$ cat src/common/sad_pkg.sv
package sad_pkg;

    // stream and reference geometry
    localparam int REF_SAMPLES    = 32;   // reference length, also number of window positions
    localparam int SAMPLE_BITS    = 8;
    localparam int SADS_PER_CYCLE = 2;    // samples entering per clock
    localparam int NUM_PAIRS      = REF_SAMPLES / SADS_PER_CYCLE;
    localparam int POS_WIDTH      = $clog2(REF_SAMPLES);

    // accumulator width, msb set means saturated
    localparam int SAD_WIDTH      = 16;

    // register port
    localparam int BYTECNT_WIDTH  = 7;

    localparam logic [7:0] ADDR_REFERENCE         = 8'h10;  // byte k is sample k
    localparam logic [7:0] ADDR_REFEN             = 8'h11;
    localparam logic [7:0] ADDR_THRESHOLD         = 8'h12;  // read back as 32 bits
    localparam logic [7:0] ADDR_STATUS            = 8'h13;  // write clears
    localparam logic [7:0] ADDR_MULTIPLE_TRIGGERS = 8'h14;
    localparam logic [7:0] ADDR_ALWAYS_ARMED      = 8'h15;
    localparam logic [7:0] ADDR_REF_SAMPLES       = 8'h16;  // read only

    // status word layout, count is little endian
    localparam int STATUS_FLAG_BYTE  = 0;
    localparam int STATUS_COUNT_BYTE = 1;

endpackage

$ cat src/sad_core/sad_accumulators.sv
`timescale 1ns/10ps

module sad_accumulators
    import sad_pkg::*;
(
    input  logic                                adc_sampleclk,
    input  logic                                reset,
    input  logic [NUM_PAIRS-1:0][SAMPLE_BITS:0] counter_incr,
    input  logic [REF_SAMPLES-1:0]              resetter,
    input  logic [REF_SAMPLES-1:0]              ready,
    input  logic                                tick_tock,
    input  logic [SAD_WIDTH-1:0]                threshold,
    output logic [REF_SAMPLES-1:0]              individual_match
);

    logic [SAD_WIDTH-1:0] sad_count [REF_SAMPLES];

    // two positions share one pair increment, each takes it on its own phase
    always_ff @(posedge adc_sampleclk) begin
        if (reset) begin
            sad_count        <= '{default: '0};
            individual_match <= '0;
        end else begin
            for (int j = 0; j < REF_SAMPLES; j++) begin
                if (resetter[j]) begin
                    // start of a new window
                    sad_count[j] <= SAD_WIDTH'(counter_incr[j/SADS_PER_CYCLE]);
                end else if ((tick_tock ^ j[0]) && !sad_count[j][SAD_WIDTH-1]) begin
                    sad_count[j] <= sad_count[j] + SAD_WIDTH'(counter_incr[j/SADS_PER_CYCLE]);
                end
                // compare the finished count just as the window closes
                individual_match[j] <= resetter[j] && ready[j] && (sad_count[j] <= threshold);
            end
        end
    end

    // headroom below 2**SAD_WIDTH keeps a saturated count from wrapping
    for (genvar j = 0; j < REF_SAMPLES; j++) begin : g_sat_chk
        assert property (@(posedge adc_sampleclk) disable iff (reset)
            sad_count[j][SAD_WIDTH-1] && !resetter[j] |=> sad_count[j][SAD_WIDTH-1]);
    end

endmodule

$ cat config.mk
export PLATFORM = sky130hd
export DESIGN_NAME = sad_accumulators
export DESIGN_NICKNAME = d
export VERILOG_FILES = /design/src/common/sad_pkg.sv /design/src/sad_core/sad_accumulators.sv
export SDC_FILE = /design/constraint.sdc
export NUM_CORES = 2
export LEC_CHECK = 0
export BUFFER_PORTS_ARGS = -buffer_cell sky130_fd_sc_hd__buf_2
export CORE_ASPECT_RATIO = 0.7
export CORE_UTILIZATION = 40
export CTS_CLUSTER_DIAMETER = 150
export CTS_CLUSTER_SIZE = 24
export DETAILED_ROUTE_END_ITERATION = 7
export PLACE_DENSITY = 0.62
export SLEW_MARGIN = 20
export SYNTH_ARGS = -nofsm -noshare
export SYNTH_HDL_FRONTEND = slang
export SYNTH_SLANG_ARGS = --single-unit
$ cat constraint.sdc
create_clock -name adc_sampleclk -period 3.66 [get_ports adc_sampleclk]
set_input_delay 0.366 -clock adc_sampleclk [delete_from_list [all_inputs] [get_ports adc_sampleclk]]
set_output_delay 0.366 -clock adc_sampleclk [all_outputs]
set_load 0.01 [all_outputs]
==> out/summary.txt <==
Outcome = complete, no violations
Design internal power = 9600 uW
GPL Wtd Cong = 0.883
Largest net degree at the start of global routing = 55
Max-slew violations = 0
Pleak = 0.0225 uW
HPWL Detailed = 109 mm
Register area = 0.0109 mm2
Max clock buf depth = 3
First-pass GRT wire length = 232 mm
YS warnings = 0
CTS Buf Count = 26
Synth area leaders = dfxtp_1 23%, ha_1 22%, a21oi_1 6.9%, a21o_1 3.8%, nand2_1 3.8%
# port buffers = 258
Critical Path RT = 4.21 ns
Core Rows = 104
Routed WL = 149 mm
Tot GR Track Use = 24.4%
#FFs+latches synth = 544
Vias in the first global route = 40000
Die height = 287 um
CP Data Arrival Time = 3.31 ns
F_max = 363 MHz
Min-Delay Path Class = input pin to register
Syn Std Cell Area = 0.0463 mm2
EDFF count, synth = 0
CTS Sinks = 544
Clk pwr share = 23.3%
Layout area overhead = 9.08%
Nets = 6934
Register-to-Register Setup Slack = 1.05 ns
Num ports = 259
H-tree depth reported by CTS = 1
PwrDens = 301 mW/mm2
Sw Share = 36.9%
CP Max Fanout = 4
Syn Inst Count = 5665
Final Hold Viols = 0
Clk pin slew, worst setup/hold paths = 0.11 ns
Max Cap Viol = 0
Hold_ws = 0.0356 ns
Worst-Margin Slew = 0.921 ns
Top-area cell type share of the netlist area = 23.5%
Main synth FF type = dfxtp_1
Final Setup Violations = 0
Syn nets = 6724
Final ANT Viol Nets = 0
Initial antenna violation count = 9
RSZ-0062 raised after global routing = no
Residual DRC = 0
Via/cell ratio = 5.92
Psw = 5620 uW
Core area = 0.115 mm2
CTS tree = built
Clk Tree Root Cell = clkbuf_16
Setup crit end kind = register
Post-synth top area cell = dfxtp_1
Post-CTS sizing = 0
Fin Setup TNS = 0 ns
Multi-input gate area = 0.0340 mm2
Fillers = 11400
Final Critical Period = 2.76 ns
Wire per inst = 20.0 um
Max VDD drop = 311 uV
Drt first pass iters = 5
Post-synthesis cell type count = 82
Gr ovfl total = 0
Logic pwr share = 33.7%
Syn Area/Cell = 8.18 um2
Post-synthesis sequential area ratio = 23.5%
Initial Util = 40.3%
Full die area = 0.117 mm2
CP startpoint kind = input pin
Setup bufs post-CTS = 0
Initial drt markers = 3912
CTS Hold Bufs = 54
Kind of critical path = input pin to register
Seq pwr share = 43.0%
Period Utilization, post-route = 75.3%
Crit path cell chain = dlygate4sd3_1 -> buf_2 -> ha_1 -> fa_1 -> a211oi_1 -> o21bai_1 -> o311ai_1 -> nand2b_1 -> xnor2_1 -> o32ai_1
Clock Latency Late Sink = 0.65 ns
Slew headroom = 38.6%
Clock skew = 0.0148 ns
Crit-path slowest cell = dlygate4sd3_1
Via count = 43900
CP peak stage delay = 0.59 ns
Share of layout cells above drive strength 1 = 7.29%
Ys async rst share = 0%
Die width = 409 um
-- logic make-up after synthesis --
logic type	synth area share [%]
buf+inv	3.17
fa+ha+maj	23.0
mux	0.454
compound gates	26.1
xor+xnor	5.06
simple gates	18.7
flops	23.5
-- area by class of cell --
class / instances / share of cell area, %
inverters: 173 / 1.29
clock buffers: 27 / 1.34
repair buffers: 363 / 4.75
diodes: 6 / 0.0297
multi-input cells: 4767 / 67.2
flip-flops and latches: 544 / 21.5
clock inverters: 1 / 0.0173
well taps: 1537 / 3.80
-- worst max-delay path, delay by kind of cell --
kind,cells,cell delay (ns)
buf+inv,2,0.76
xor+xnor,1,0.15
compound gates,4,1.20
fa+ha+maj,2,0.69
simple gates,1,0.13
-- metal layers --
metal	GRT usage, %	vias to the layer above	share of wire (%)
met3	2.75	131	5.8
met5	0	-	0
met1	37.4	20800	51
li1	-	21800	-
met4	4.07	0	1.7
met2	36.6	1220	42
-- Yosys cell counts (all sizes together) (26+ instances only) --
library cell	number
a221oi	63
a211oi	193
and4	28
clkbuf	110
or2	42
a21oi	640
nor3	102
nand2b	35
or3	75
a2111oi	26
xnor2	178
dfxtp	544
buf	71
o31ai	42
a21o	236
and3	45
a31oi	34
nor2b	71
nand4	176
nor2	466
o21a	42
o211ai	123
fa	32
nand3	149
o21bai	35
or4	54
ha	800
o21ai	283
xor2	90
inv	172
nand2	464
-- cells in the final DEF (no fill, tap or decap), types with 18 or more instances in the layout --
cell | synthesis | layout
ha_1 | 800 | 800
a21oi_1 | 640 | 640
dfxtp_1 | 544 | 544
nand2_1 | 464 | 464
nor2_1 | 456 | 456
o21ai_0 | 279 | 279
buf_2 | 43 | 256
a21o_1 | 236 | 236
a211oi_1 | 192 | 192
xnor2_1 | 178 | 178
nand4_1 | 176 | 176
inv_1 | 172 | 157
nand3_1 | 147 | 147
o211ai_1 | 123 | 123
nor3_1 | 102 | 102
xor2_1 | 90 | 90
or3_1 | 75 | 75
nor2b_1 | 71 | 71
a221oi_1 | 63 | 63
or4_1 | 54 | 54
dlygate4sd3_1 | 0 | 54
and3_1 | 45 | 45
o21a_1 | 42 | 42
o31ai_1 | 42 | 42
buf_4 | 0 | 38
nand2b_1 | 35 | 35
o21bai_1 | 35 | 35
a31oi_1 | 34 | 34
fa_1 | 32 | 32
or2_2 | 31 | 31
and4_1 | 28 | 28
clkbuf_16 | 0 | 27
a2111oi_0 | 25 | 25
mux2i_1 | 21 | 21
nor4_1 | 18 | 18
-- flip-flops by register name, summed over array words and instances, names as in the netlist --
| register | count |
|---|---|
| individual_match | 32 |
| sad_count | 512 |
-- path summary, 6_finish.rpt --
kind               startpoint  depth (start not counted)              to
max reg2reg    sad_count[288]                          8  sad_count[296]
min          counter_incr[27]                          3  sad_count[400]
min reg2reg    sad_count[331]                          2  sad_count[331]
max          counter_incr[54]                         10  sad_count[296]
-- through the flow --
stage | instance area (um2) | utilization [%] | total power [uW] | std cells | setup WS (ns)
2_1_floorplan | 46300 | - | 10200 | 5665 | 1.35
3_3_place_gp | 49300 | 42.9 | 11500 | 7330 | 0.833
3_5_place_dp | 49300 | 42.9 | 11700 | 7330 | 0.849
4_1_cts | 50500 | 44.0 | 15300 | 7412 | 1.02
5_1_grt | 50500 | 44.0 | 16200 | 7417 | 0.766
6_report | 50600 | 44.0 | 15200 | 7418 | 0.903
-- power by group through the flow --
stage	clock network, uW	logic, uW	registers, uW
2_1_floorplan	0	3640	6560
3_3_place_gp	0	4870	6660
3_5_place_dp	0	4990	6670
4_1_cts	3680	5070	6530
5_1_grt	3840	5750	6580
6_report	3550	5130	6540
No activity file was read; power rests on OpenSTA's default activity.
