File: src/common/sad_pkg.sv
package sad_pkg;

    // stream and reference geometry
    localparam int REF_SAMPLES    = 32;   // reference length, also number of window positions
    localparam int SAMPLE_BITS    = 8;
    localparam int SADS_PER_CYCLE = 2;    // samples entering per clock
    localparam int NUM_PAIRS      = REF_SAMPLES / SADS_PER_CYCLE;
    localparam int POS_WIDTH      = $clog2(REF_SAMPLES);

    // accumulator width, msb set means saturated
    localparam int SAD_WIDTH      = 16;

    // register port
    localparam int BYTECNT_WIDTH  = 7;

    localparam logic [7:0] ADDR_REFERENCE         = 8'h10;  // byte k is sample k
    localparam logic [7:0] ADDR_REFEN             = 8'h11;
    localparam logic [7:0] ADDR_THRESHOLD         = 8'h12;  // read back as 32 bits
    localparam logic [7:0] ADDR_STATUS            = 8'h13;  // write clears
    localparam logic [7:0] ADDR_MULTIPLE_TRIGGERS = 8'h14;
    localparam logic [7:0] ADDR_ALWAYS_ARMED      = 8'h15;
    localparam logic [7:0] ADDR_REF_SAMPLES       = 8'h16;  // read only

    // status word layout, count is little endian
    localparam int STATUS_FLAG_BYTE  = 0;
    localparam int STATUS_COUNT_BYTE = 1;

endpackage

File: src/sad_core/sad_frame_sequencer.sv
`timescale 1ns/10ps

module sad_frame_sequencer
    import sad_pkg::*;
(
    input  logic                   adc_sampleclk,
    input  logic                   reset,
    input  logic [SAMPLE_BITS-1:0] adc_datain,
    input  logic                   armed_and_ready,
    input  logic                   active,
    input  logic                   xadc_error,
    input  logic                   always_armed,
    output logic                   run,
    output logic                   arm_start,
    output logic [POS_WIDTH-1:0]   position,
    output logic                   tick_tock,
    output logic [SAMPLE_BITS-1:0] datain_a,
    output logic [SAMPLE_BITS-1:0] datain_b,
    output logic [SAMPLE_BITS-1:0] datain_a_pos,
    output logic [SAMPLE_BITS-1:0] datain_a_neg,
    output logic [SAMPLE_BITS-1:0] datain_b_pos,
    output logic [SAMPLE_BITS-1:0] datain_b_neg,
    output logic [REF_SAMPLES-1:0] resetter,
    output logic [REF_SAMPLES-1:0] ready
);

    logic [SAMPLE_BITS-1:0] adc_datain_r;
    logic [POS_WIDTH-1:0]   pos_count;      // full position, lsb is the phase
    logic                   armed_and_ready_r;

    assign run       = (armed_and_ready || always_armed) && active && !xadc_error;
    assign position  = {pos_count[POS_WIDTH-1:1], 1'b0};  // even slot of current pair
    assign tick_tock = pos_count[0];

    // a is the older sample of each pair, b the newer
    always_ff @(posedge adc_sampleclk) begin
        adc_datain_r <= adc_datain;
        datain_b     <= adc_datain;
        datain_a     <= adc_datain_r;
        datain_a_pos <= datain_a;
        datain_a_neg <= -datain_a;    // two's complement, saves a subtractor later
        datain_b_pos <= datain_b;
        datain_b_neg <= -datain_b;
    end

    always_ff @(posedge adc_sampleclk) begin
        if (reset) begin
            armed_and_ready_r <= 1'b0;
            arm_start         <= 1'b0;
        end else begin
            armed_and_ready_r <= armed_and_ready;
            arm_start         <= armed_and_ready && !armed_and_ready_r;
        end
    end

    // window bookkeeping restarts whenever run drops
    always_ff @(posedge adc_sampleclk) begin
        if (reset || !run) begin
            pos_count <= '0;
            resetter  <= REF_SAMPLES'(1) << (REF_SAMPLES - SADS_PER_CYCLE - 1);
            ready     <= '0;
        end else begin
            pos_count <= (pos_count == POS_WIDTH'(REF_SAMPLES - 1)) ? '0 : pos_count + 1'b1;
            resetter  <= {resetter[REF_SAMPLES-2:0], resetter[REF_SAMPLES-1]};  // rotate
            ready     <= {ready[REF_SAMPLES-2:0],
                          ready[0] | (position == POS_WIDTH'(REF_SAMPLES - SADS_PER_CYCLE))};
        end
    end

    // exactly one window closes per cycle and it follows pos_count
    assert property (@(posedge adc_sampleclk) disable iff (reset)
        $onehot(resetter) &&
        resetter[pos_count + POS_WIDTH'(REF_SAMPLES - SADS_PER_CYCLE - 1)]);

endmodule

File: config.mk
export PLATFORM = sky130hd
export DESIGN_NAME = sad_frame_sequencer
export DESIGN_NICKNAME = d
export VERILOG_FILES = /design/src/common/sad_pkg.sv /design/src/sad_core/sad_frame_sequencer.sv
export SDC_FILE = /design/constraint.sdc
export NUM_CORES = 1
export LEC_CHECK = 0
export BUFFER_PORTS_ARGS = -buffer_cell sky130_fd_sc_hd__buf_2
export CORE_MARGIN = 2
export CORE_UTILIZATION = 50
export DETAILED_ROUTE_END_ITERATION = 7
export PLACE_DENSITY = 0.86
export SLEW_MARGIN = 20
export SYNTH_ARGS = -nofsm -noshare
export SYNTH_HDL_FRONTEND = slang
export SYNTH_SLANG_ARGS = --single-unit
File: constraint.sdc
create_clock -name adc_sampleclk -period 2.2 [get_ports adc_sampleclk]
set_input_delay 0.33 -clock adc_sampleclk [delete_from_list [all_inputs] [get_ports adc_sampleclk]]
set_output_delay 0.33 -clock adc_sampleclk [all_outputs]
set_load 0.01 [all_outputs]
==> impl_results.md <==
- Post-synth net total: 260
- Antenna Cells: 0
- Most common cell after layout, fill and taps aside: buf_2
- Seq pwr share: 60.4%
- Initial antenna violation count: 0
- 1st-iter DRT viols: 77
- Share of cells above drive strength 1: 42.63%
- Critical path class: reg -> out
- Synth-to-Final Area Change: 27.56%
- Synthesized instance count: about 240
- Worst VDD drop: 0.5829 mV
- Worst skew pair latency: 0.35 ns
- Detailed placer's ending HPWL: roughly 4400 µm
- Placed inst area: 3766 µm²
- Vias per cell: 4.473
- Req. time, crit path: 1.87 ns
- Combinational share of power: around 4.3%
- # DRC: 0
- Status: finished clean
- Post-cts gate resize count: 0
- Synth Cell Area: 3114 µm²
- Post-synthesis cell type count: 25
- Unrepaired setup endpoints after global routing: no
- Drt total wl: 5878 µm
- CTS Buffer Depth: 2
- Clk_skew: 0.008285 ns
- DIE AREA: 6876 µm²
- CTS tree: built
- Drt first pass iters: 4
- Min-Delay Path Class: in -> reg
- Number of synthesized register bits: 109
- Die height: 82.92 µm
- CP Max Fanout: 7
- Pin count of the biggest net entering global routing: 64
- Number of enable flip-flop cells after synthesis: 0
- Global placement routability congestion: 0.7496
- CTS hold repair buffers: 0
- CP max stage cell: dfxtp_1
- Period utilization: 60.45%
- Fin. max-slew vios: 0
- PortBufs: 132
- Asr flop ratio synth: 0%
- Fin crit period: 1.330 ns
- GRT Util Overall: ~18%
- Worst setup SP type: flop
- Post-synth top flop: dfxtp_1
- Row cnt: 28
- Worst stage delay on the critical path: 0.46 ns
- Switching share of power: 21.94%
- Ports: 134
- CP top delay family: flip-flops
- Clock network power share: a little over a third
- P per Cell Area: roughly 860 nW/µm²
- Buf+Inv Stages, Crit Path: 1
- Initial core utilization: 52.29%
- Endpoints failing hold: 0
- NumNets Final: 386
- Vias in the first global route: 1,933
- H-tree depth: 3
- Vias: between 2,000 and 2,500
- Core ar.: approximately 6000 µm²
- Commonest cells after routing, fill and taps aside: 132 x buf_2, 109 x dfxtp_1, 62 x and2_1
- Max Fclk: 0.7520 GHz
- Synth warn: 0
- GRT overflow: 0
- Setup Fix Bufs, Post-CTS: 0
- Drt wl/cell: 13.12 µm
- Total power: roughly 0.0034 W
- Setup_tns: 0 ns
- Setup violators final: 0
- CTS Buf Count: 9
- Internal power: ~0.0027 W
- CTS sink cnt: ~110
- Final ANT Viol Nets: 0
- Reg clk slew, reported paths: ~0.090 ns
- Post-Synthesis Mean Instance Area: 12.87 µm²
- Maxcap violations: 0
- First-pass GRT wire length: 9763 µm
- Die W: 82.92 µm
- CP Capture Type: output port
- Psw: 0.0007456 W
- Seq/Total Area, Yosys: a little over two thirds
- Crit-path cells: buf_2
- Worst EP arrival: 1.00 ns
- Leak: 1.959 nW
- Final instance area: 3973 µm²
- Root Buffer: clkbuf_8
registers in the layout, indices dropped and copies added, names as in the netlist:
| register | flops |
|---|---|
| pos_count | 5 |
| datain_b_neg | 8 |
| datain_a_neg | 8 |
| adc_datain_r | 8 |
| datain_b_pos | 7 |
| arm_start | 1 |
| resetter | 32 |
| datain_a_pos | 7 |
| ready | 32 |
| armed_and_ready_r | 1 |
worst paths after layout:
kind / cells past startpoint / slack [ns] / endpoint / startpoint
worst max register to register: 3 / 0.88 / datain_b_neg[7] / adc_datain_r[2]
worst min register to register: 0 / 0.39 / datain_b_pos[7] / adc_datain_r[7]
worst min-delay path: 1 / 0.08 / adc_datain_r[3] / adc_datain[3]
worst max-delay path: 1 / 0.87 / datain_a[2] / datain_b_pos[2]
cells in the mapped netlist (3+ instances only):
| library cell | count | area share [%] |
|---|---|---|
| clkbuf_1 | 6 | 0.72 |
| inv_1 | 6 | 0.72 |
| nor3b_1 | 3 | 0.72 |
| buf_4 | 11 | 2.7 |
| dfxtp_1 | 109 | 70 |
| ha_1 | 4 | 1.6 |
| xnor2_1 | 11 | 3.1 |
| nor2_1 | 4 | 0.48 |
| and2_1 | 62 | 12 |
| xor2_1 | 3 | 0.84 |
| nor3_2 | 3 | 0.96 |
per-layer routing:
metal,vias to the layer above,routed length (µm),global-route usage (%)
met2,70,3064,30.87
met4,0,131,8.793
met5,-,0,0
met3,10,307,4.970
met1,930,2374,20.38
li1,994,-,-
area by class of cell:
type	instances	area, µm²
Clock inverter	6	68.82
Tap cell	75	93.84
Timing Repair Buffer	133	668.1
Inverter	6	22.52
Clock buffer	10	137.6
Multi-Input combinational cell	109	799.5
Fill cell	481	1983
Sequential cell	109	2182
metrics by stage:
stage	cells	setup slack (ns)	hold WS, ns	util [%]
final	448	0.8701	0.07761	66.70
after global routing	448	0.7832	0.05172	66.70
after CTS	448	0.8328	0.05492	66.70
after detailed placement	432	0.7416	0.3818	63.24
after global placement	432	0.7744	0.3738	63.24
after floorplan	242	0.9330	0.3577	-
power by group through the flow:
stage	clock network (W)	registers (W)	logic, W
after global routing	0.00132	0.00206	0.000162
after CTS	0.00123	0.00205	0.000150
after global placement	0	0.00210	0.000144
final	0.00120	0.00205	0.000147
after floorplan	0	0.00212	0.0000591
after detailed placement	0	0.00210	0.000149
kinds of logic (layout without fill, tap and decap cells):
family	after synthesis	count (layout)	share of synthesized area (%)
compound gates	1	1	0.2813
simple gates	89	89	19.73
xor+xnor	14	14	3.937
other cells	1	1	0.1204
flops	109	109	70.07
buf+inv	24	155	4.259
fa+ha+maj	4	4	1.607
No activity file was read; power rests on OpenSTA's default activity.
