===== src/common/sad_pkg.sv =====
package sad_pkg;

    // stream and reference geometry
    localparam int REF_SAMPLES    = 32;   // reference length, also number of window positions
    localparam int SAMPLE_BITS    = 8;
    localparam int SADS_PER_CYCLE = 2;    // samples entering per clock
    localparam int NUM_PAIRS      = REF_SAMPLES / SADS_PER_CYCLE;
    localparam int POS_WIDTH      = $clog2(REF_SAMPLES);

    // accumulator width, msb set means saturated
    localparam int SAD_WIDTH      = 16;

    // register port
    localparam int BYTECNT_WIDTH  = 7;

    localparam logic [7:0] ADDR_REFERENCE         = 8'h10;  // byte k is sample k
    localparam logic [7:0] ADDR_REFEN             = 8'h11;
    localparam logic [7:0] ADDR_THRESHOLD         = 8'h12;  // read back as 32 bits
    localparam logic [7:0] ADDR_STATUS            = 8'h13;  // write clears
    localparam logic [7:0] ADDR_MULTIPLE_TRIGGERS = 8'h14;
    localparam logic [7:0] ADDR_ALWAYS_ARMED      = 8'h15;
    localparam logic [7:0] ADDR_REF_SAMPLES       = 8'h16;  // read only

    // status word layout, count is little endian
    localparam int STATUS_FLAG_BYTE  = 0;
    localparam int STATUS_COUNT_BYTE = 1;

endpackage


===== src/rtl/sad_trigger_ctrl.sv =====
`timescale 1ns/10ps

module sad_trigger_ctrl
    import sad_pkg::*;
(
    input  logic                   adc_sampleclk,
    input  logic                   reset,
    input  logic [REF_SAMPLES-1:0] individual_match,
    input  logic                   multiple_triggers,
    input  logic                   clear_status,
    input  logic                   arm_start,
    output logic                   trigger,
    output logic                   triggered,
    output logic [15:0]            num_triggers
);

    logic trigger_r;
    logic blocked;

    assign blocked = triggered && !multiple_triggers;  // one shot until cleared

    always_ff @(posedge adc_sampleclk) begin
        if (reset) begin
            trigger      <= 1'b0;
            trigger_r    <= 1'b0;
            triggered    <= 1'b0;
            num_triggers <= '0;
        end else begin
            trigger   <= |individual_match && !blocked;
            trigger_r <= trigger;
            if (clear_status || arm_start) begin
                triggered    <= 1'b0;
                num_triggers <= '0;
            end else if (trigger && !trigger_r) begin   // count rising edges only
                triggered    <= 1'b1;
                num_triggers <= num_triggers + 1'b1;
            end
        end
    end

    assert property (@(posedge adc_sampleclk) disable iff (reset)
        blocked |=> !trigger);

endmodule


===== config.mk =====
export PLATFORM = sky130hd
export DESIGN_NAME = sad_trigger_ctrl
export DESIGN_NICKNAME = d
export VERILOG_FILES = /design/src/common/sad_pkg.sv /design/src/rtl/sad_trigger_ctrl.sv
export SDC_FILE = /design/constraint.sdc
export NUM_CORES = 1
export LEC_CHECK = 0
export BUFFER_PORTS_ARGS = -buffer_cell sky130_fd_sc_hd__buf_2
export CORE_MARGIN = 3
export CORE_UTILIZATION = 44
export CTS_BUF_LIST = sky130_fd_sc_hd__clkbuf_16
export DETAILED_ROUTE_END_ITERATION = 8
export PLACE_DENSITY_LB_ADDON = 0.1
export SLEW_MARGIN = 20
export SYNTH_ARGS = -nofsm -noshare
export SYNTH_HDL_FRONTEND = slang
export SYNTH_SLANG_ARGS = --single-unit

===== constraint.sdc =====
create_clock -name adc_sampleclk -period 1.95 [get_ports adc_sampleclk]
set_input_delay 0.39 -clock adc_sampleclk [delete_from_list [all_inputs] [get_ports adc_sampleclk]]
set_output_delay 0.39 -clock adc_sampleclk [all_outputs]
set_load 0.02 [all_outputs]

==> key figures <==
Layout
  • Layout cell share with drive strength beyond 1: 37.4%
  • Area Growth Syn to Fin: 40.1%
  • Final #Nets: 194
  • Number of diodes: 0
  • Fillers: 171
  • Post-layout util: 68.4%

Route
  • DR DRC count: 0
  • ANT nets after route: 0
  • Detailed-router iteration count before antenna repair: 4
  • Vias: 901
  • Drt initial violations: 14
  • Drt wl/cell: 12.2 um
  • Routed WL: 2190 um
  • Vias/cell: 5.01

Synthesis
  • Post-synthesis simple-gate area fraction: 36.8%
  • Sequential-to-total area share from yosys stat: 42.8%
  • Synth warnings: 0
  • Synthesized instance count: 101
  • Post-synthesis mux area share: 1.13%
  • Compound-cell area share of the yosys netlist: 3.38%
  • Synthesized area: 888 um2
  • Xor/xnor share of the synthesized area: 11.8%
  • Main combinational cell family by area after synthesis: simple AND/OR/NAND/NOR gates
  • Syn Area/Cell: 8.80 um2
  • Yosys reg bits: 19
  • Syn_nets: 139
  • Post-synth cell types: 25
  • Adder-Cell Fraction of Synth Area: 1.41%

Run
  • MaxCap Viol Count: 0

Worst setup path
  • Crit. End Element: flip-flop
  • Startpoint types: flip-flop
  • Reg2Reg Setup Slack: 0.42 ns
  • Path type of the worst setup path: flip-flop to flip-flop
  • WP data arrival: 1.65 ns
  • CP required: 2.06 ns
  • R2R Path End: num_triggers[12]$_SDFFE_PP0P_
  • Crit path max fanout: 4
  • Reg2Reg Depth: 5
  • Reg2reg start: num_triggers[0]$_SDFFE_PP0P_

STA
  • Clock Skew: 0.00163 ns
  • Sum Neg Setup Slack: 0 ns
  • Setup violations, final: 0
  • Final Cycle Share: 78.6%
  • RSZ-0062 raised after global routing: false
  • Worst Max-Slew Pin Slew: 0.546 ns
  • Crit path time final: 1.53 ns
  • Max Slew Vio Count: 0
  • Max Clk Rate: 652 MHz
  • Final hold violations: 0
  • WHS: 0.320 ns
  • Max_slew headroom: 63.6%

Power and ir drop
  • Int Power: 0.000699 W
  • Switching power: 0.000162 W
  • Leakage: 0.539 nW
  • Comb power frac: 6.7%
  • Seq pwr share: 45.9%
  • Power Density: 692 mW/mm2
  • Switching share of power: 18.9%
  • Clk pwr share: 47.4%
  • Maximum vdd drop: 850 uV

Placement
  • PortBufs: 54
  • Final GP Congestion: 0.759
  • HPWL after DPL: 1710 um

Clocking
  • Max Root-Sink Buffers: 2
  • Setup Buffers After CTS: 0
  • CTS-repair resized insts: 0
  • Clk sinks: 19
  • CTS buffer count: 3
  • Clk root buf: clkbuf_16
  • CTS tree: built
  • Worst skew pair latency: 0.25 ns
  • H-tree Lvls: 1
  • Clock transition at the registers of the reported paths: 0.05 ns
  • Cts hold-fix bufs: 0

Die
  • Site Rows: 15
  • Die height: 50.9 um
  • Initial Utilization: 48.8%
  • Die area: 0.00259 mm2
  • Die Width: 50.9 um
  • Core area: 0.00182 mm2
  • I/O pins: 55

Hold path
  • Hold Path Cell Cnt: 2
  • Worst hold start: reset
  • Worst hold-check path type: input port to flip-flop
  • Min-Delay Endpoint: trigger_r$_SDFF_PP0_

GRT
  • First-pass GRT wire length: 3800 um
  • Initial antenna violation count: 0
  • Vias in the first global route: 893
  • Largest net degree at the start of global routing: 18
  • Total Routing Usage GR: 19.2%
  • Gr ovfl total: 0

Run status
  • Status: finished clean
==> critical path, stage by stage, from the launching register on <==
cell	delay, ns
dfxtp_1	0.39
ha_1	0.27
nand3b_1	0.18
nor4_1	0.31
xnor2_1	0.18
nor2_1	0.07
==> per-layer routing <==
layer | vias to the layer above | track usage, % | part of all wire (%)
met4 | 0 | 5.83 | 0.55
li1 | 475 | - | -
met1 | 402 | 21.4 | 41
met3 | 2 | 5.83 | 5.1
met5 | - | 0 | 0
met2 | 22 | 34.5 | 54
==> power by group through the flow <==
stage	registers [W]	logic (W)	clock network, W
after global placement	0.000403	0.0000569	0
after detailed placement	0.000403	0.0000585	0
after floorplan	0.000406	0.0000163	0
after global routing	0.000396	0.0000649	0.000430
after CTS	0.000395	0.0000586	0.000418
final	0.000395	0.0000577	0.000408
==> stage by stage <==
| stage | instance area [um2] | setup slack [ns] | std cells | power (W) |
|---|---|---|---|---|
| floorplan | 888 | 0.464 | 101 | 0.000422 |
| global placement | 1170 | 0.493 | 176 | 0.000460 |
| detailed placement | 1170 | 0.442 | 176 | 0.000462 |
| CTS | 1240 | 0.421 | 180 | 0.000872 |
| global route | 1240 | 0.293 | 180 | 0.000891 |
| finish | 1240 | 0.417 | 180 | 0.000861 |
==> state kept, by name, indices dropped and copies added, names as in the netlist <==
register,cells
num_triggers,16
trigger,1
trigger_r,1
triggered,1
==> cells in the mapped netlist <==
cell	count	area [um2]
nor2b_1	2	12.5
nand3b_1	1	7.51
ha_1	1	12.5
xnor2_1	4	35.0
xor2_1	8	70.1
nand4_1	8	50.1
and4b_1	1	10.0
nand2_1	4	15.0
nand3_4	1	17.5
nor4_1	9	56.3
clkbuf_1	2	7.51
or3_1	4	25.0
and4_1	2	17.5
buf_2	1	5.00
and2b_1	1	7.51
nor3_1	3	15.0
nor2_1	16	60.1
dfxtp_1	19	380
o21ai_0	3	15.0
mux2i_1	1	10.0
buf_6	1	11.3
a21oi_1	3	15.0
and2_1	1	6.26
and3_1	1	6.26
nand3_1	4	20.0
==> cell type report <==
type | instances | area, um2 | area share (%)
timing repair buffer | 54 | 270 | 21.7
clock buffer | 3 | 75.1 | 6.03
multi-input combinational | 78 | 484 | 38.9
sequential | 19 | 380 | 30.6
tap | 25 | 31.3 | 2.51
clock inverter | 1 | 3.75 | 0.302
==> placed cells by master, fill, tap and decap left out, types with 3 or more instances in the layout <==
| cell | Yosys | final |
|---|---|---|
| a21oi_1 | 3 | 3 |
| buf_2 | 1 | 54 |
| clkbuf_16 | 0 | 3 |
| dfxtp_1 | 19 | 19 |
| nand2_1 | 4 | 4 |
| nand3_1 | 4 | 4 |
| nand4_1 | 8 | 8 |
| nor2_1 | 16 | 16 |
| nor3_1 | 3 | 3 |
| nor4_1 | 9 | 9 |
| o21ai_0 | 3 | 3 |
| or3_1 | 4 | 4 |
| xnor2_1 | 4 | 4 |
| xor2_1 | 8 | 8 |
==> worst max-delay path by stage <==
| stage | from | end | slack, ns |
|---|---|---|---|
| after CTS | num_triggers[2]$_SDFFE_PP0P_ | num_triggers[15]$_SDFFE_PP0P_ | 0.42 |
| after floorplan | num_triggers[2]$_SDFFE_PP0P_ | num_triggers[15]$_SDFFE_PP0P_ | 0.46 |
| final | num_triggers[0]$_SDFFE_PP0P_ | num_triggers[12]$_SDFFE_PP0P_ | 0.42 |
| after detailed placement | num_triggers[2]$_SDFFE_PP0P_ | num_triggers[15]$_SDFFE_PP0P_ | 0.44 |
| after global routing | num_triggers[2]$_SDFFE_PP0P_ | num_triggers[13]$_SDFFE_PP0P_ | 0.29 |
| after global placement | num_triggers[2]$_SDFFE_PP0P_ | num_triggers[15]$_SDFFE_PP0P_ | 0.49 |
==> cells by family (layout without fill, tap and decap cells) <==
logic type / after synthesis / in the layout
compound gates: 6 / 6
xor+xnor: 12 / 12
fa+ha+maj: 1 / 1
buf+inv: 4 / 58
flops: 19 / 19
mux: 1 / 1
simple gates: 58 / 58
Note: power is estimated with default switching activity, not from simulation.
