[config.mk]
export PLATFORM = sky130hd
export DESIGN_NAME = sad_regs
export DESIGN_NICKNAME = d
export VERILOG_FILES = /design/src/common/sad_pkg.sv /design/src/rtl/sad_regs.sv
export SDC_FILE = /design/constraint.sdc
export NUM_CORES = 1
export LEC_CHECK = 0
export ABC_AREA = 0
export ABC_CLOCK_PERIOD_IN_PS = 4100
export CORE_AREA = 2 2 233 235
export DETAILED_ROUTE_END_ITERATION = 10
export DIE_AREA = 0 0 235 237
export DONT_BUFFER_PORTS = 1
export HOLD_SLACK_MARGIN = 0.15
export MAX_ROUTING_LAYER = met4
export PLACE_DENSITY_LB_ADDON = 0.25
export REMOVE_ABC_BUFFERS = 1
export SLEW_MARGIN = 40
export SYNTH_ARGS = -nofsm -noshare
export SYNTH_HDL_FRONTEND = slang
export SYNTH_SLANG_ARGS = --single-unit
export TNS_END_PERCENT = 20
[constraint.sdc]
create_clock -name adc_sampleclk -period 4.1 [get_ports adc_sampleclk]
set_input_delay 0.41 -clock adc_sampleclk [delete_from_list [all_inputs] [get_ports adc_sampleclk]]
set_output_delay 0.41 -clock adc_sampleclk [all_outputs]
set_load 0.02 [all_outputs]
[src/common/sad_pkg.sv]
package sad_pkg;

    // stream and reference geometry
    localparam int REF_SAMPLES    = 32;   // reference length, also number of window positions
    localparam int SAMPLE_BITS    = 8;
    localparam int SADS_PER_CYCLE = 2;    // samples entering per clock
    localparam int NUM_PAIRS      = REF_SAMPLES / SADS_PER_CYCLE;
    localparam int POS_WIDTH      = $clog2(REF_SAMPLES);

    // accumulator width, msb set means saturated
    localparam int SAD_WIDTH      = 16;

    // register port
    localparam int BYTECNT_WIDTH  = 7;

    localparam logic [7:0] ADDR_REFERENCE         = 8'h10;  // byte k is sample k
    localparam logic [7:0] ADDR_REFEN             = 8'h11;
    localparam logic [7:0] ADDR_THRESHOLD         = 8'h12;  // read back as 32 bits
    localparam logic [7:0] ADDR_STATUS            = 8'h13;  // write clears
    localparam logic [7:0] ADDR_MULTIPLE_TRIGGERS = 8'h14;
    localparam logic [7:0] ADDR_ALWAYS_ARMED      = 8'h15;
    localparam logic [7:0] ADDR_REF_SAMPLES       = 8'h16;  // read only

    // status word layout, count is little endian
    localparam int STATUS_FLAG_BYTE  = 0;
    localparam int STATUS_COUNT_BYTE = 1;

endpackage

[src/rtl/sad_regs.sv]
`timescale 1ns/10ps

module sad_regs
    import sad_pkg::*;
(
    input  logic                               adc_sampleclk,
    input  logic                               reset,
    input  logic [7:0]                         reg_address,
    input  logic [BYTECNT_WIDTH-1:0]           reg_bytecnt,
    input  logic [7:0]                         reg_datai,
    input  logic                               reg_read,
    input  logic                               reg_write,
    input  logic                               triggered,
    input  logic [15:0]                        num_triggers,
    output logic [7:0]                         reg_datao,
    output logic [REF_SAMPLES*SAMPLE_BITS-1:0] ref_samples,
    output logic [REF_SAMPLES-1:0]             ref_enable,
    output logic [SAD_WIDTH-1:0]               threshold,
    output logic                               multiple_triggers,
    output logic                               always_armed,
    output logic                               clear_status
);

    logic [31:0] threshold_wide;
    logic [23:0] status_word;
    logic [15:0] ref_count_word;

    assign threshold_wide = 32'(threshold);  // host always sees a 32 bit threshold
    assign ref_count_word = 16'(REF_SAMPLES);

    always_comb begin
        status_word = '0;
        status_word[STATUS_FLAG_BYTE*8] = triggered;
        status_word[STATUS_COUNT_BYTE*8 +: 16] = num_triggers;
    end

    // writes
    always_ff @(posedge adc_sampleclk) begin
        if (reset) begin
            ref_samples       <= '0;
            ref_enable        <= '1;  // every sample compared by default
            threshold         <= '0;
            multiple_triggers <= 1'b0;
            always_armed      <= 1'b0;
            clear_status      <= 1'b0;
        end else begin
            clear_status <= reg_write && (reg_address == ADDR_STATUS);
            if (reg_write) begin
                case (reg_address)
                    ADDR_REFERENCE:
                        if (reg_bytecnt < REF_SAMPLES)
                            ref_samples[reg_bytecnt*8 +: 8] <= reg_datai;
                    ADDR_REFEN:
                        if (reg_bytecnt < REF_SAMPLES/8)
                            ref_enable[reg_bytecnt*8 +: 8] <= reg_datai;
                    ADDR_THRESHOLD:
                        if (reg_bytecnt < SAD_WIDTH/8)
                            threshold[reg_bytecnt*8 +: 8] <= reg_datai;
                    ADDR_MULTIPLE_TRIGGERS: multiple_triggers <= reg_datai[0];
                    ADDR_ALWAYS_ARMED:      always_armed <= reg_datai[0];
                    default: ;
                endcase
            end
        end
    end

    // reads, out of range bytes return zero
    always_comb begin
        reg_datao = '0;
        if (reg_read) begin
            case (reg_address)
                ADDR_REFERENCE:
                    if (reg_bytecnt < REF_SAMPLES)
                        reg_datao = ref_samples[reg_bytecnt*8 +: 8];
                ADDR_REFEN:
                    if (reg_bytecnt < REF_SAMPLES/8)
                        reg_datao = ref_enable[reg_bytecnt*8 +: 8];
                ADDR_THRESHOLD:
                    if (reg_bytecnt < 4)
                        reg_datao = threshold_wide[reg_bytecnt*8 +: 8];
                ADDR_STATUS:
                    if (reg_bytecnt < 3)
                        reg_datao = status_word[reg_bytecnt*8 +: 8];
                ADDR_MULTIPLE_TRIGGERS: reg_datao = {7'b0, multiple_triggers};
                ADDR_ALWAYS_ARMED:      reg_datao = {7'b0, always_armed};
                ADDR_REF_SAMPLES:
                    if (reg_bytecnt < 2)
                        reg_datao = ref_count_word[reg_bytecnt*8 +: 8];
                default: ;
            endcase
        end
    end

endmodule

==> impl_metrics.ini <==
[final_layout]
num-nets-final = 1598
finalInstanceArea_sq_um = 17910
drive_gt1_share_pct = 13.24
syn2layout_area_growth_pct = 12.84

[timing]
period_share_pct = 80.15
setup_tns_ns = 0
finalSetupViolCount = 0
skew_ns = 0
fmax_ghz = 0.3043
report.final.slew_viol_count = 0
timing.final.ws_setup_ns = 0.8138
worst_slew_pin_slew_ns = 0.9353
rsz0062_at_grt = no
final_hold_viol_count = 0
period_needed_ns = 3.286
slew_headroom_pct = 37.65

[pwr]
p_switching_mw = 1.669
vdd_drop_max_mv = 0.3733
switching_share_pct = 24.49
total_power_mw = 6.814
internal-power_mw = 5.145
p_leak_nw = 7.043
power_frac_seq_pct = 43.8
combPwrFrac_pct = 5.8
clkPwrFrac_pct = 50.4
powerDensity_nw_per_um2 = 380.5

[synth]
ys_seq_area_share_pct = 38.73
ys_seq_elements = 307
async_flop_share_pct = 0
synth_warnings = 0
netlist_instances = 1602
ys.flop_type = dfxtp_1
synth-edff-count = 0
synth_cell_types = 71
syn_area_per_cell_sq_um = 9.905
syn_area_sq_um = 15870

[worst_setup_path]
crit_required_ns = 4.50
cp-start-kind = input pin
path_class = input pin to flip-flop
r2r_cells = 3
arrival_ns = 3.68
end_kind = flip-flop
reg2reg_slack_ns = 2.62
worstPathMaxFanout = 105
r2r-end = ref_enable[12]
crit-reg2reg-launch = ref_enable[12]

[clock_network]
root_buffer = clkbuf_16
clk-insertion-delay-late_ns = 0.55
cts_tree = yes
cts_resized = 0
clk_pin_slew_ns = 0.06
postCtsSetupBuffers = 0
cts.path.max_buffers = 3
cts_made_buffers = 38
htree_levels = 2
cts_num_sinks = 307

[status]
status = finished, final reports clean

[global_routing]
grt_pass1_wl_um = 101900
grt_pass1_vias = 12600
grt_remaining_overflow = 0
antenna_found_initial = 4
gr-usage-all-layers_pct = 26.24
grt_max_degree = 183

[worst_hold_path]
hold_start = reg_bytecnt[3]
hold_end = ref_enable[31]
holdPathStages = 2
hold_class = input pin to flip-flop

[detailed_routing]
m1WireLength_um = 30370
drc = 0
wl_met2_um = 33340
postRouteAntennaNets = 0
top_layer_used = met4
viasPerCell = 5.691
via_count = 12960
met3_length_um = 6597
drt_first_pass_iters = 5
wl_per_cell_um = 32.06
drt_wl_total_um = 73040
drt_iter0_drc = 1032

[placement]
io_buffers = 0
place_area_sq_um = 16430
pre_cts_ws_ns = 0.4991
dpl.hpwl_um = 49480
place_congestion = 0.9762

[floorplan]
initial_core_util_pct = 29.78
dieWidth_um = 235
fp-row-count = 85
ioPinCount = 359
core_area_sq_um = 53280
die_h_um = 237
die-area_sq_um = 55700

[flow_run]
cap_viol_max_count = 0
## layer usage
layer	GRT usage, %	vias up
li1	-	5669
met4	9.283	0
met5	-	-
met2	40.44	625
met3	7.682	120
met1	32.67	6550
## cells in the final DEF (no fill, tap or decap), types with 22 or more instances in the layout
cell type and count:
mux4_2 72, a21oi_1 39, clkbuf_16 39, or3_1 22, mux2i_1 210, nor2_1 42, nor2b_1 92, nand2b_1 199
nand2_1 100, o21ai_0 131, a22oi_1 32, dfxtp_1 307, buf_4 30
## worst max-delay path, cell delays in order
cell      delay [ns]
inv_1           0.20
ha_1            0.20
nor2b_1         0.24
nand2_1         0.12
ha_1            0.22
nor4_1          0.23
nand4b_2        0.45
nor4_2          0.67
nand2_1         0.59
mux2i_1         0.24
## layout make-up
type	count	area, sq um
clock buffers	58	1127
clock inverters	10	128.9
flip-flops and latches	307	6146
multi-input cells	1148	9154
diodes	3	7.507
well taps	696	870.8
inverters	8	30.03
fillers	5456	35380
repair buffers	48	441.7
## cell families (layout without fill, tap and decap cells)
family,Yosys count,after routing,synth area share (%)
buffers and inverters,147,124,3.919
other,0,3,0
AO/OA/AOI/OAI,288,288,11.90
adder cells (fa/ha/maj),3,3,0.2366
multiplexers,282,282,23.47
flip-flops,307,307,38.73
XOR/XNOR,5,5,0.4180
AND/OR/NAND/NOR,570,570,21.33
## stage by stage
step                      hold WS, ns  cells  utilization [%]
after global placement         0.5252   2189            30.78
final                          0.1796   2278            33.61
after global routing           0.1964   2278            33.61
after CTS                      0.1539   2275            33.57
after floorplan                0.4791   1463                -
after detailed placement       0.5238   2190            30.83
## Yosys cell counts, types with 16 or more instances
library cell    n  share of area (%)
a211o_1        16               0.88
a21oi_1        39                1.2
a22oi_1        32                1.5
buf_2          23               0.73
clkbuf_1       96                2.3
dfxtp_1       307                 39
mux2i_1       210                 13
mux4_2         72                 10
nand2_1       100                2.4
nand2b_1      199                7.8
nand3_1        16               0.50
nor2_1         42               0.99
nor2b_1        92                3.6
o21ai_0       131                4.1
or3_1          22               0.87
## worst max path at each step
| stage | slack (ns) | to | depth (start not counted) | start |
|---|---|---|---|---|
| after global placement | 0.53 | ref_samples[84] | 11 | reg_bytecnt[0] |
| final | 0.81 | ref_samples[82] | 10 | reg_bytecnt[0] |
| after global routing | 0.71 | ref_samples[18] | 10 | reg_bytecnt[0] |
| after floorplan | 0.29 | threshold[0] | 11 | reg_bytecnt[0] |
| after CTS | 0.95 | reg_datao[1] | 4 | ref_samples[249] |
| after detailed placement | 0.50 | ref_samples[57] | 11 | reg_bytecnt[0] |
## flip-flops by register name, indices dropped and copies added (netlist names)
name               cells
multiple_triggers      1
threshold             16
always_armed           1
ref_enable            32
clear_status           1
ref_samples          256
## power by group through the flow
| stage | clock network (mW) | registers [mW] | logic (mW) |
|---|---|---|---|
| finish | 3.43 | 2.98 | 0.398 |
| CTS | 3.50 | 2.98 | 0.391 |
| detailed placement | 0 | 3.05 | 0.302 |
| global route | 3.63 | 2.98 | 0.414 |
| global placement | 0 | 3.05 | 0.301 |
| floorplan | 0 | 3.05 | 0.193 |
## what timing repair did
item,4_1_cts,5_1_grt
hold buffers,17,0
setup endpoints to repair,0,0
hold endpoints to repair,142,0
Power figures use the tool's default switching activity.
