$ cat config.mk
export PLATFORM = sky130hd
export DESIGN_NAME = sad_pair_diff
export DESIGN_NICKNAME = d
export VERILOG_FILES = /design/src/common/sad_pkg.sv /design/src/sad_core/sad_pair_diff.sv
export SDC_FILE = /design/constraint.sdc
export NUM_CORES = 2
export LEC_CHECK = 0
export CORE_MARGIN = 2
export CORE_UTILIZATION = 30
export CTS_CLUSTER_SIZE = 24
export DETAILED_ROUTE_END_ITERATION = 8
export DONT_BUFFER_PORTS = 1
export PLACE_DENSITY = 0.43
export SLEW_MARGIN = 20
export SYNTH_ARGS = -nofsm -noshare
export SYNTH_HDL_FRONTEND = slang
export SYNTH_SLANG_ARGS = --single-unit
$ cat constraint.sdc
create_clock -name adc_sampleclk -period 15.6 [get_ports adc_sampleclk]
set_clock_uncertainty 0.2 [all_clocks]
set_input_delay 1.56 -clock adc_sampleclk [delete_from_list [all_inputs] [get_ports adc_sampleclk]]
set_output_delay 1.56 -clock adc_sampleclk [all_outputs]
set_load 0.005 [all_outputs]
$ cat src/common/sad_pkg.sv
package sad_pkg;

    // stream and reference geometry
    localparam int REF_SAMPLES    = 32;   // reference length, also number of window positions
    localparam int SAMPLE_BITS    = 8;
    localparam int SADS_PER_CYCLE = 2;    // samples entering per clock
    localparam int NUM_PAIRS      = REF_SAMPLES / SADS_PER_CYCLE;
    localparam int POS_WIDTH      = $clog2(REF_SAMPLES);

    // accumulator width, msb set means saturated
    localparam int SAD_WIDTH      = 16;

    // register port
    localparam int BYTECNT_WIDTH  = 7;

    localparam logic [7:0] ADDR_REFERENCE         = 8'h10;  // byte k is sample k
    localparam logic [7:0] ADDR_REFEN             = 8'h11;
    localparam logic [7:0] ADDR_THRESHOLD         = 8'h12;  // read back as 32 bits
    localparam logic [7:0] ADDR_STATUS            = 8'h13;  // write clears
    localparam logic [7:0] ADDR_MULTIPLE_TRIGGERS = 8'h14;
    localparam logic [7:0] ADDR_ALWAYS_ARMED      = 8'h15;
    localparam logic [7:0] ADDR_REF_SAMPLES       = 8'h16;  // read only

    // status word layout, count is little endian
    localparam int STATUS_FLAG_BYTE  = 0;
    localparam int STATUS_COUNT_BYTE = 1;

endpackage

$ cat src/sad_core/sad_pair_diff.sv
`timescale 1ns/10ps

module sad_pair_diff
    import sad_pkg::*;
(
    input  logic                               adc_sampleclk,
    input  logic                               reset,
    input  logic [REF_SAMPLES*SAMPLE_BITS-1:0] ref_samples,
    input  logic [REF_SAMPLES-1:0]             ref_enable,
    input  logic [POS_WIDTH-1:0]               position,
    input  logic                               tick_tock,
    input  logic [SAMPLE_BITS-1:0]             datain_a,
    input  logic [SAMPLE_BITS-1:0]             datain_b,
    input  logic [SAMPLE_BITS-1:0]             datain_a_pos,
    input  logic [SAMPLE_BITS-1:0]             datain_a_neg,
    input  logic [SAMPLE_BITS-1:0]             datain_b_pos,
    input  logic [SAMPLE_BITS-1:0]             datain_b_neg,
    output logic [NUM_PAIRS-1:0][SAMPLE_BITS:0] counter_incr
);

    logic [SAMPLE_BITS-1:0] ref_a   [NUM_PAIRS];
    logic [SAMPLE_BITS-1:0] ref_b   [NUM_PAIRS];
    logic [SAMPLE_BITS-1:0] ref_a_r [NUM_PAIRS];
    logic [SAMPLE_BITS-1:0] ref_b_r [NUM_PAIRS];
    logic [NUM_PAIRS-1:0]   en_a, en_b, en_a_r, en_b_r;
    logic [NUM_PAIRS-1:0]   above_a, above_b;   // sample greater than its reference
    logic [POS_WIDTH-1:0]   pos_odd;

    assign pos_odd = {position[POS_WIDTH-1:1], 1'b1};

    // |sample - ref| from the precomputed +/- sample, zero when masked
    function automatic logic [SAMPLE_BITS:0] abs_term(
        input logic                   above,
        input logic                   en,
        input logic [SAMPLE_BITS-1:0] s_pos,
        input logic [SAMPLE_BITS-1:0] s_neg,
        input logic [SAMPLE_BITS-1:0] ref_s
    );
        logic [SAMPLE_BITS-1:0] diff;
        diff = above ? s_pos - ref_s : s_neg + ref_s;
        return en ? {1'b0, diff} : '0;
    endfunction

    always_ff @(posedge adc_sampleclk) begin
        ref_a[0] <= ref_samples[position*SAMPLE_BITS +: SAMPLE_BITS];
        ref_b[0] <= ref_samples[pos_odd*SAMPLE_BITS +: SAMPLE_BITS];
        for (int k = 1; k < NUM_PAIRS; k++) begin
            if (!tick_tock) begin   // move down the chain once per pair
                ref_a[k] <= ref_a[k-1];
                ref_b[k] <= ref_b[k-1];
            end
        end
        ref_a_r <= ref_a;
        ref_b_r <= ref_b;
        for (int k = 0; k < NUM_PAIRS; k++) begin
            above_a[k] <= datain_a > ref_a[k];
            above_b[k] <= datain_b > ref_b[k];
            counter_incr[k] <= abs_term(above_a[k], en_a_r[k], datain_a_pos, datain_a_neg,
                                        ref_a_r[k])
                             + abs_term(above_b[k], en_b_r[k], datain_b_pos, datain_b_neg,
                                        ref_b_r[k]);
        end
    end

    // enables follow the same path as the reference samples
    always_ff @(posedge adc_sampleclk) begin
        if (reset) begin
            en_a   <= '0;
            en_b   <= '0;
            en_a_r <= '0;
            en_b_r <= '0;
        end else begin
            en_a[0] <= ref_enable[position];
            en_b[0] <= ref_enable[pos_odd];
            if (!tick_tock) begin
                en_a[NUM_PAIRS-1:1] <= en_a[NUM_PAIRS-2:0];
                en_b[NUM_PAIRS-1:1] <= en_b[NUM_PAIRS-2:0];
            end
            en_a_r <= en_a;
            en_b_r <= en_b;
        end
    end

    for (genvar k = 0; k < NUM_PAIRS; k++) begin : g_mask_chk
        assert property (@(posedge adc_sampleclk) disable iff (reset)
            !en_a_r[k] && !en_b_r[k] |=> counter_incr[k] == '0);
    end

endmodule

==> metrics.md <==
| Metric | Value |
|---|---|
| Uppermost routed layer | `met4` |
| Adder-cell share of the synthesized area | `between 20% and 30%` |
| Cells after Synth | `5620` |
| Worst-Skew Late Latency | `roughly 730 ps` |
| Worst Setup End Kind | `register` |
| PostCTS Resize Cnt | `0` |
| Fmax | `~220 MHz` |
| Share of power burned in registers | `39.5%` |
| Clk pin slew, worst setup/hold paths | `60 ps` |
| Synth Flop Type | `dfxtp_1` |
| Initial core utilization | `between 30% and 40%` |
| Met2 WL | `99400 µm` |
| Row cnt | `156` |
| Mux share of post-synthesis cell area | `6.42%` |
| Startpoint types | `input pin` |
| CP Max Fanout | `16` |
| Fill cells | `18600` |
| Post-DRT Antenna Nets | `0` |
| Chip Height | `430 µm` |
| Fin. Hold Viols | `0` |
| Postcts setup bufs | `0` |
| Gpl congestion | `1.04` |
| Final count of negative-setup-slack endpoints | `0` |
| Post-synth net total | `slightly below 7000` |
| Die Area | `185000 µm²` |
| Routed WL | `193000 µm` |
| Final min period | `roughly 4600 ps` |
| Initial antenna violation count | `38` |
| Nets | `6890` |
| Critical path type | `input pin to register` |
| Sequential area share after synthesis | `32.1%` |
| Worst hold path class | `register to register` |
| Post-DR vias/cell | `5.20` |
| Net Sw Power | `roughly 0.0017 W` |
| Internal cell power | `0.00411 W` |
| Worst Tran Pin Value | `approximately 1100 ps` |
| First-pass iteration count of the detailed router | `6` |
| Area leader, netlist | `ha_1` |
| Chip width | `430 µm` |
| Register area | `between 15000 and 20000 µm²` |
| P_leak | `26.8 nW` |
| Data arrival, critical path | `5040 ps` |
| Routed wl met3 | `7760 µm` |
| Wl on met1 | `74000 µm` |
| Clock power frac | `between 40% and 50%` |
| Ports | `488` |
| Post-DR wirelength/cell | `23.7 µm` |
| Mapped Area | `54400 µm²` |
| Largest net degree at the start of global routing | `103` |
| Top post-synthesis cells by area | `ha_1 (19%), dfxtp_1 (19%), edfxtp_1 (13%)` |
| RSZ-0062 raised after global routing | `false` |
| Register bit total from synthesis | `between 700 and 800` |
| Mean area per synthesized cell | `9.67 µm²` |
| Post-synth top cells | `ha_1 (832), inv_1 (649), dfxtp_1 (512)` |
| Final slew viol count | `0` |
| Largest family of logic cells by synthesized area | `adder cells` |
| Final worst-path cycle share | `29.5%` |
| Placed Instances | `between 7000 and 8000` |
| Initial DRC Count | `2170` |
| TNS Setup | `0 ps` |
| Count of clock tree sinks | `752` |
| Max-slew headroom | `27.7%` |
| Layout cells sized above 1 | `roughly 5.6%` |
| Post-synth cell types | `58` |
| Compound-Gate Fraction of Synth Area | `18.4%` |
| Max cap viols | `0` |
| Switching share of power | `between 20 and 30%` |
| Status | `finished, final reports clean` |
| Area after DPL | `between 50000 and 60000 µm²` |
| Root buf cell | `clkbuf_16` |
| Design area | `60500 µm²` |
| # DRC | `0` |
| Clock Tree Buf Depth | `3` |
| R2R setup slack | `11900 ps` |
| Worst VDD drop | `0.0843 mV` |
| Ys async rst share | `0%` |
| Port buffer count | `0` |
| CTS Buf Count | `96` |
| Via count | `42200` |
| PwrDens | `roughly 96 nW/µm²` |
| Dpl ws | `around 10000 ps` |
| Final WS setup | `11000 ps` |
| YS warnings | `0` |
| Post-synth EDFFs | `240` |
| TritonCTS clock tree | `yes` |
| Grt total ovfl | `0` |
| Largest stage delay, worst path | `630 ps` |
| CP Cell Sequence | `inv_1 -> buf_4 -> ha_1 -> inv_1 -> fa_1 -> xnor2_1 -> a211oi_1 -> ha_1 -> nor2b_1 -> o21ai_0 -> a21boi_0 -> o31ai_1 -> a21boi_0` |
| Synth top area share | `19.2%` |
| Area of the core | `180000 µm²` |
| First-pass GRT wire length | `280000 µm` |
| Post-detail-place hpwl | `~150000 µm` |
| Hold WS | `167 ps` |
| Final instance count without filler cells | `8119` |
| H-Tree Depth | `3` |
| Simple logic cell fraction of the synthesized area | `11.4%` |
| CP max stage cell | `a211oi_1` |
| Vias in the first global route | `43500` |
| Top-count cell post-synth | `ha_1` |
| Gate power share | `19.2%` |
| Worst path required time | `16040 ps` |
| # hold bufs at CTS | `0` |
| Area grow syn2layout | `11.3%` |
| GRT Resource Usage Total | `between 20 and 25%` |
| Multi-input logic area | `34000 µm²` |
| Post-Synth XOR/XNOR Area | `4.30%` |
critical path: cells and delay by family:
family,cells,cell delay [ps]
AOI/OAI and AO/OA,5,1610
adders and majority gates,3,1060
and+or+nand+nor,1,150
buffers and inverters,3,470
xor gates and xnor gates,1,150
area by class of cell:
class	count	area share, %
diodes	31	0.128
clock buffers	128	4.74
clock inverters	54	0.968
inverters	650	4.04
multi-input cells	4124	56.3
flip-flops and latches	752	28.8
well taps	2370	4.90
repair buffers	10	0.124
power by group through the flow:
stage,clock [W],combinational [W],sequential (W)
global placement,0,0.00111,0.00235
detailed placement,0,0.00111,0.00235
global route,0.00256,0.00127,0.00232
floorplan,0,0.000932,0.00224
CTS,0.00249,0.00112,0.00231
finish,0.00241,0.00112,0.00230
final timing paths:
kind	end	start	cells after the start
setup reg to reg	counter_incr[87]	ref_b_r[48]	11
hold / removal	ref_b_r[4]	ref_b[4]	0
hold reg to reg	ref_b_r[4]	ref_b[4]	0
setup / recovery	counter_incr[87]	datain_b_pos[0]	13
flip-flops by register name, summed over array words and instances (netlist names):
register	flops
ref_b	128
above_a	16
en_a_r	16
counter_incr	144
above_b	16
ref_a_r	128
en_b	16
ref_b_r	128
en_b_r	16
en_a	16
ref_a	128
per-layer routing:
metal  vias to the layer above  track usage, %
met5                         -               0
met1                     20200            22.1
met4                         0            10.8
met3                       295            3.09
li1                      20700               -
met2                       976            38.4
metrics by stage:
stage | utilization, % | total power, W
floorplan | - | 0.00318
global placement | 31.6 | 0.00346
detailed placement | 31.6 | 0.00346
CTS | 33.5 | 0.00592
global route | 33.6 | 0.00615
finish | 33.6 | 0.00584
cell families (layout without fill, tap and decap cells):
group / Yosys count / count (layout)
AO/OA/AOI/OAI: 1501 / 1501
AND/OR/NAND/NOR: 1211 / 1211
adder cells (fa/ha/maj): 912 / 912
flip-flops: 752 / 752
buffers and inverters: 744 / 842
XOR/XNOR: 267 / 267
multiplexers: 233 / 233
other: 0 / 31
layout by cell type (no fill, tap or decap), types with 55 or more instances in the layout:
master     synthesis  final
a211oi_1         256    256
a21o_1           140    140
a21oi_1          315    315
and3_1            56     56
clkbuf_16          0    107
dfxtp_1          512    512
edfxtp_1         240    240
fa_1              80     80
ha_1             832    832
inv_1            649    648
mux2i_1           96     96
mux4_2            86     86
nand2_1          162    162
nand2b_1          64     64
nand3_1           80     80
nand4_1           66     66
nor2_1           387    387
nor2b_1          140    140
nor3_1            70     70
o21a_1           102    102
o21ai_0          307    307
o21bai_1          93     93
xnor2_1          212    212
xor2_1            55     55
(Power assumes the default switching activity.)
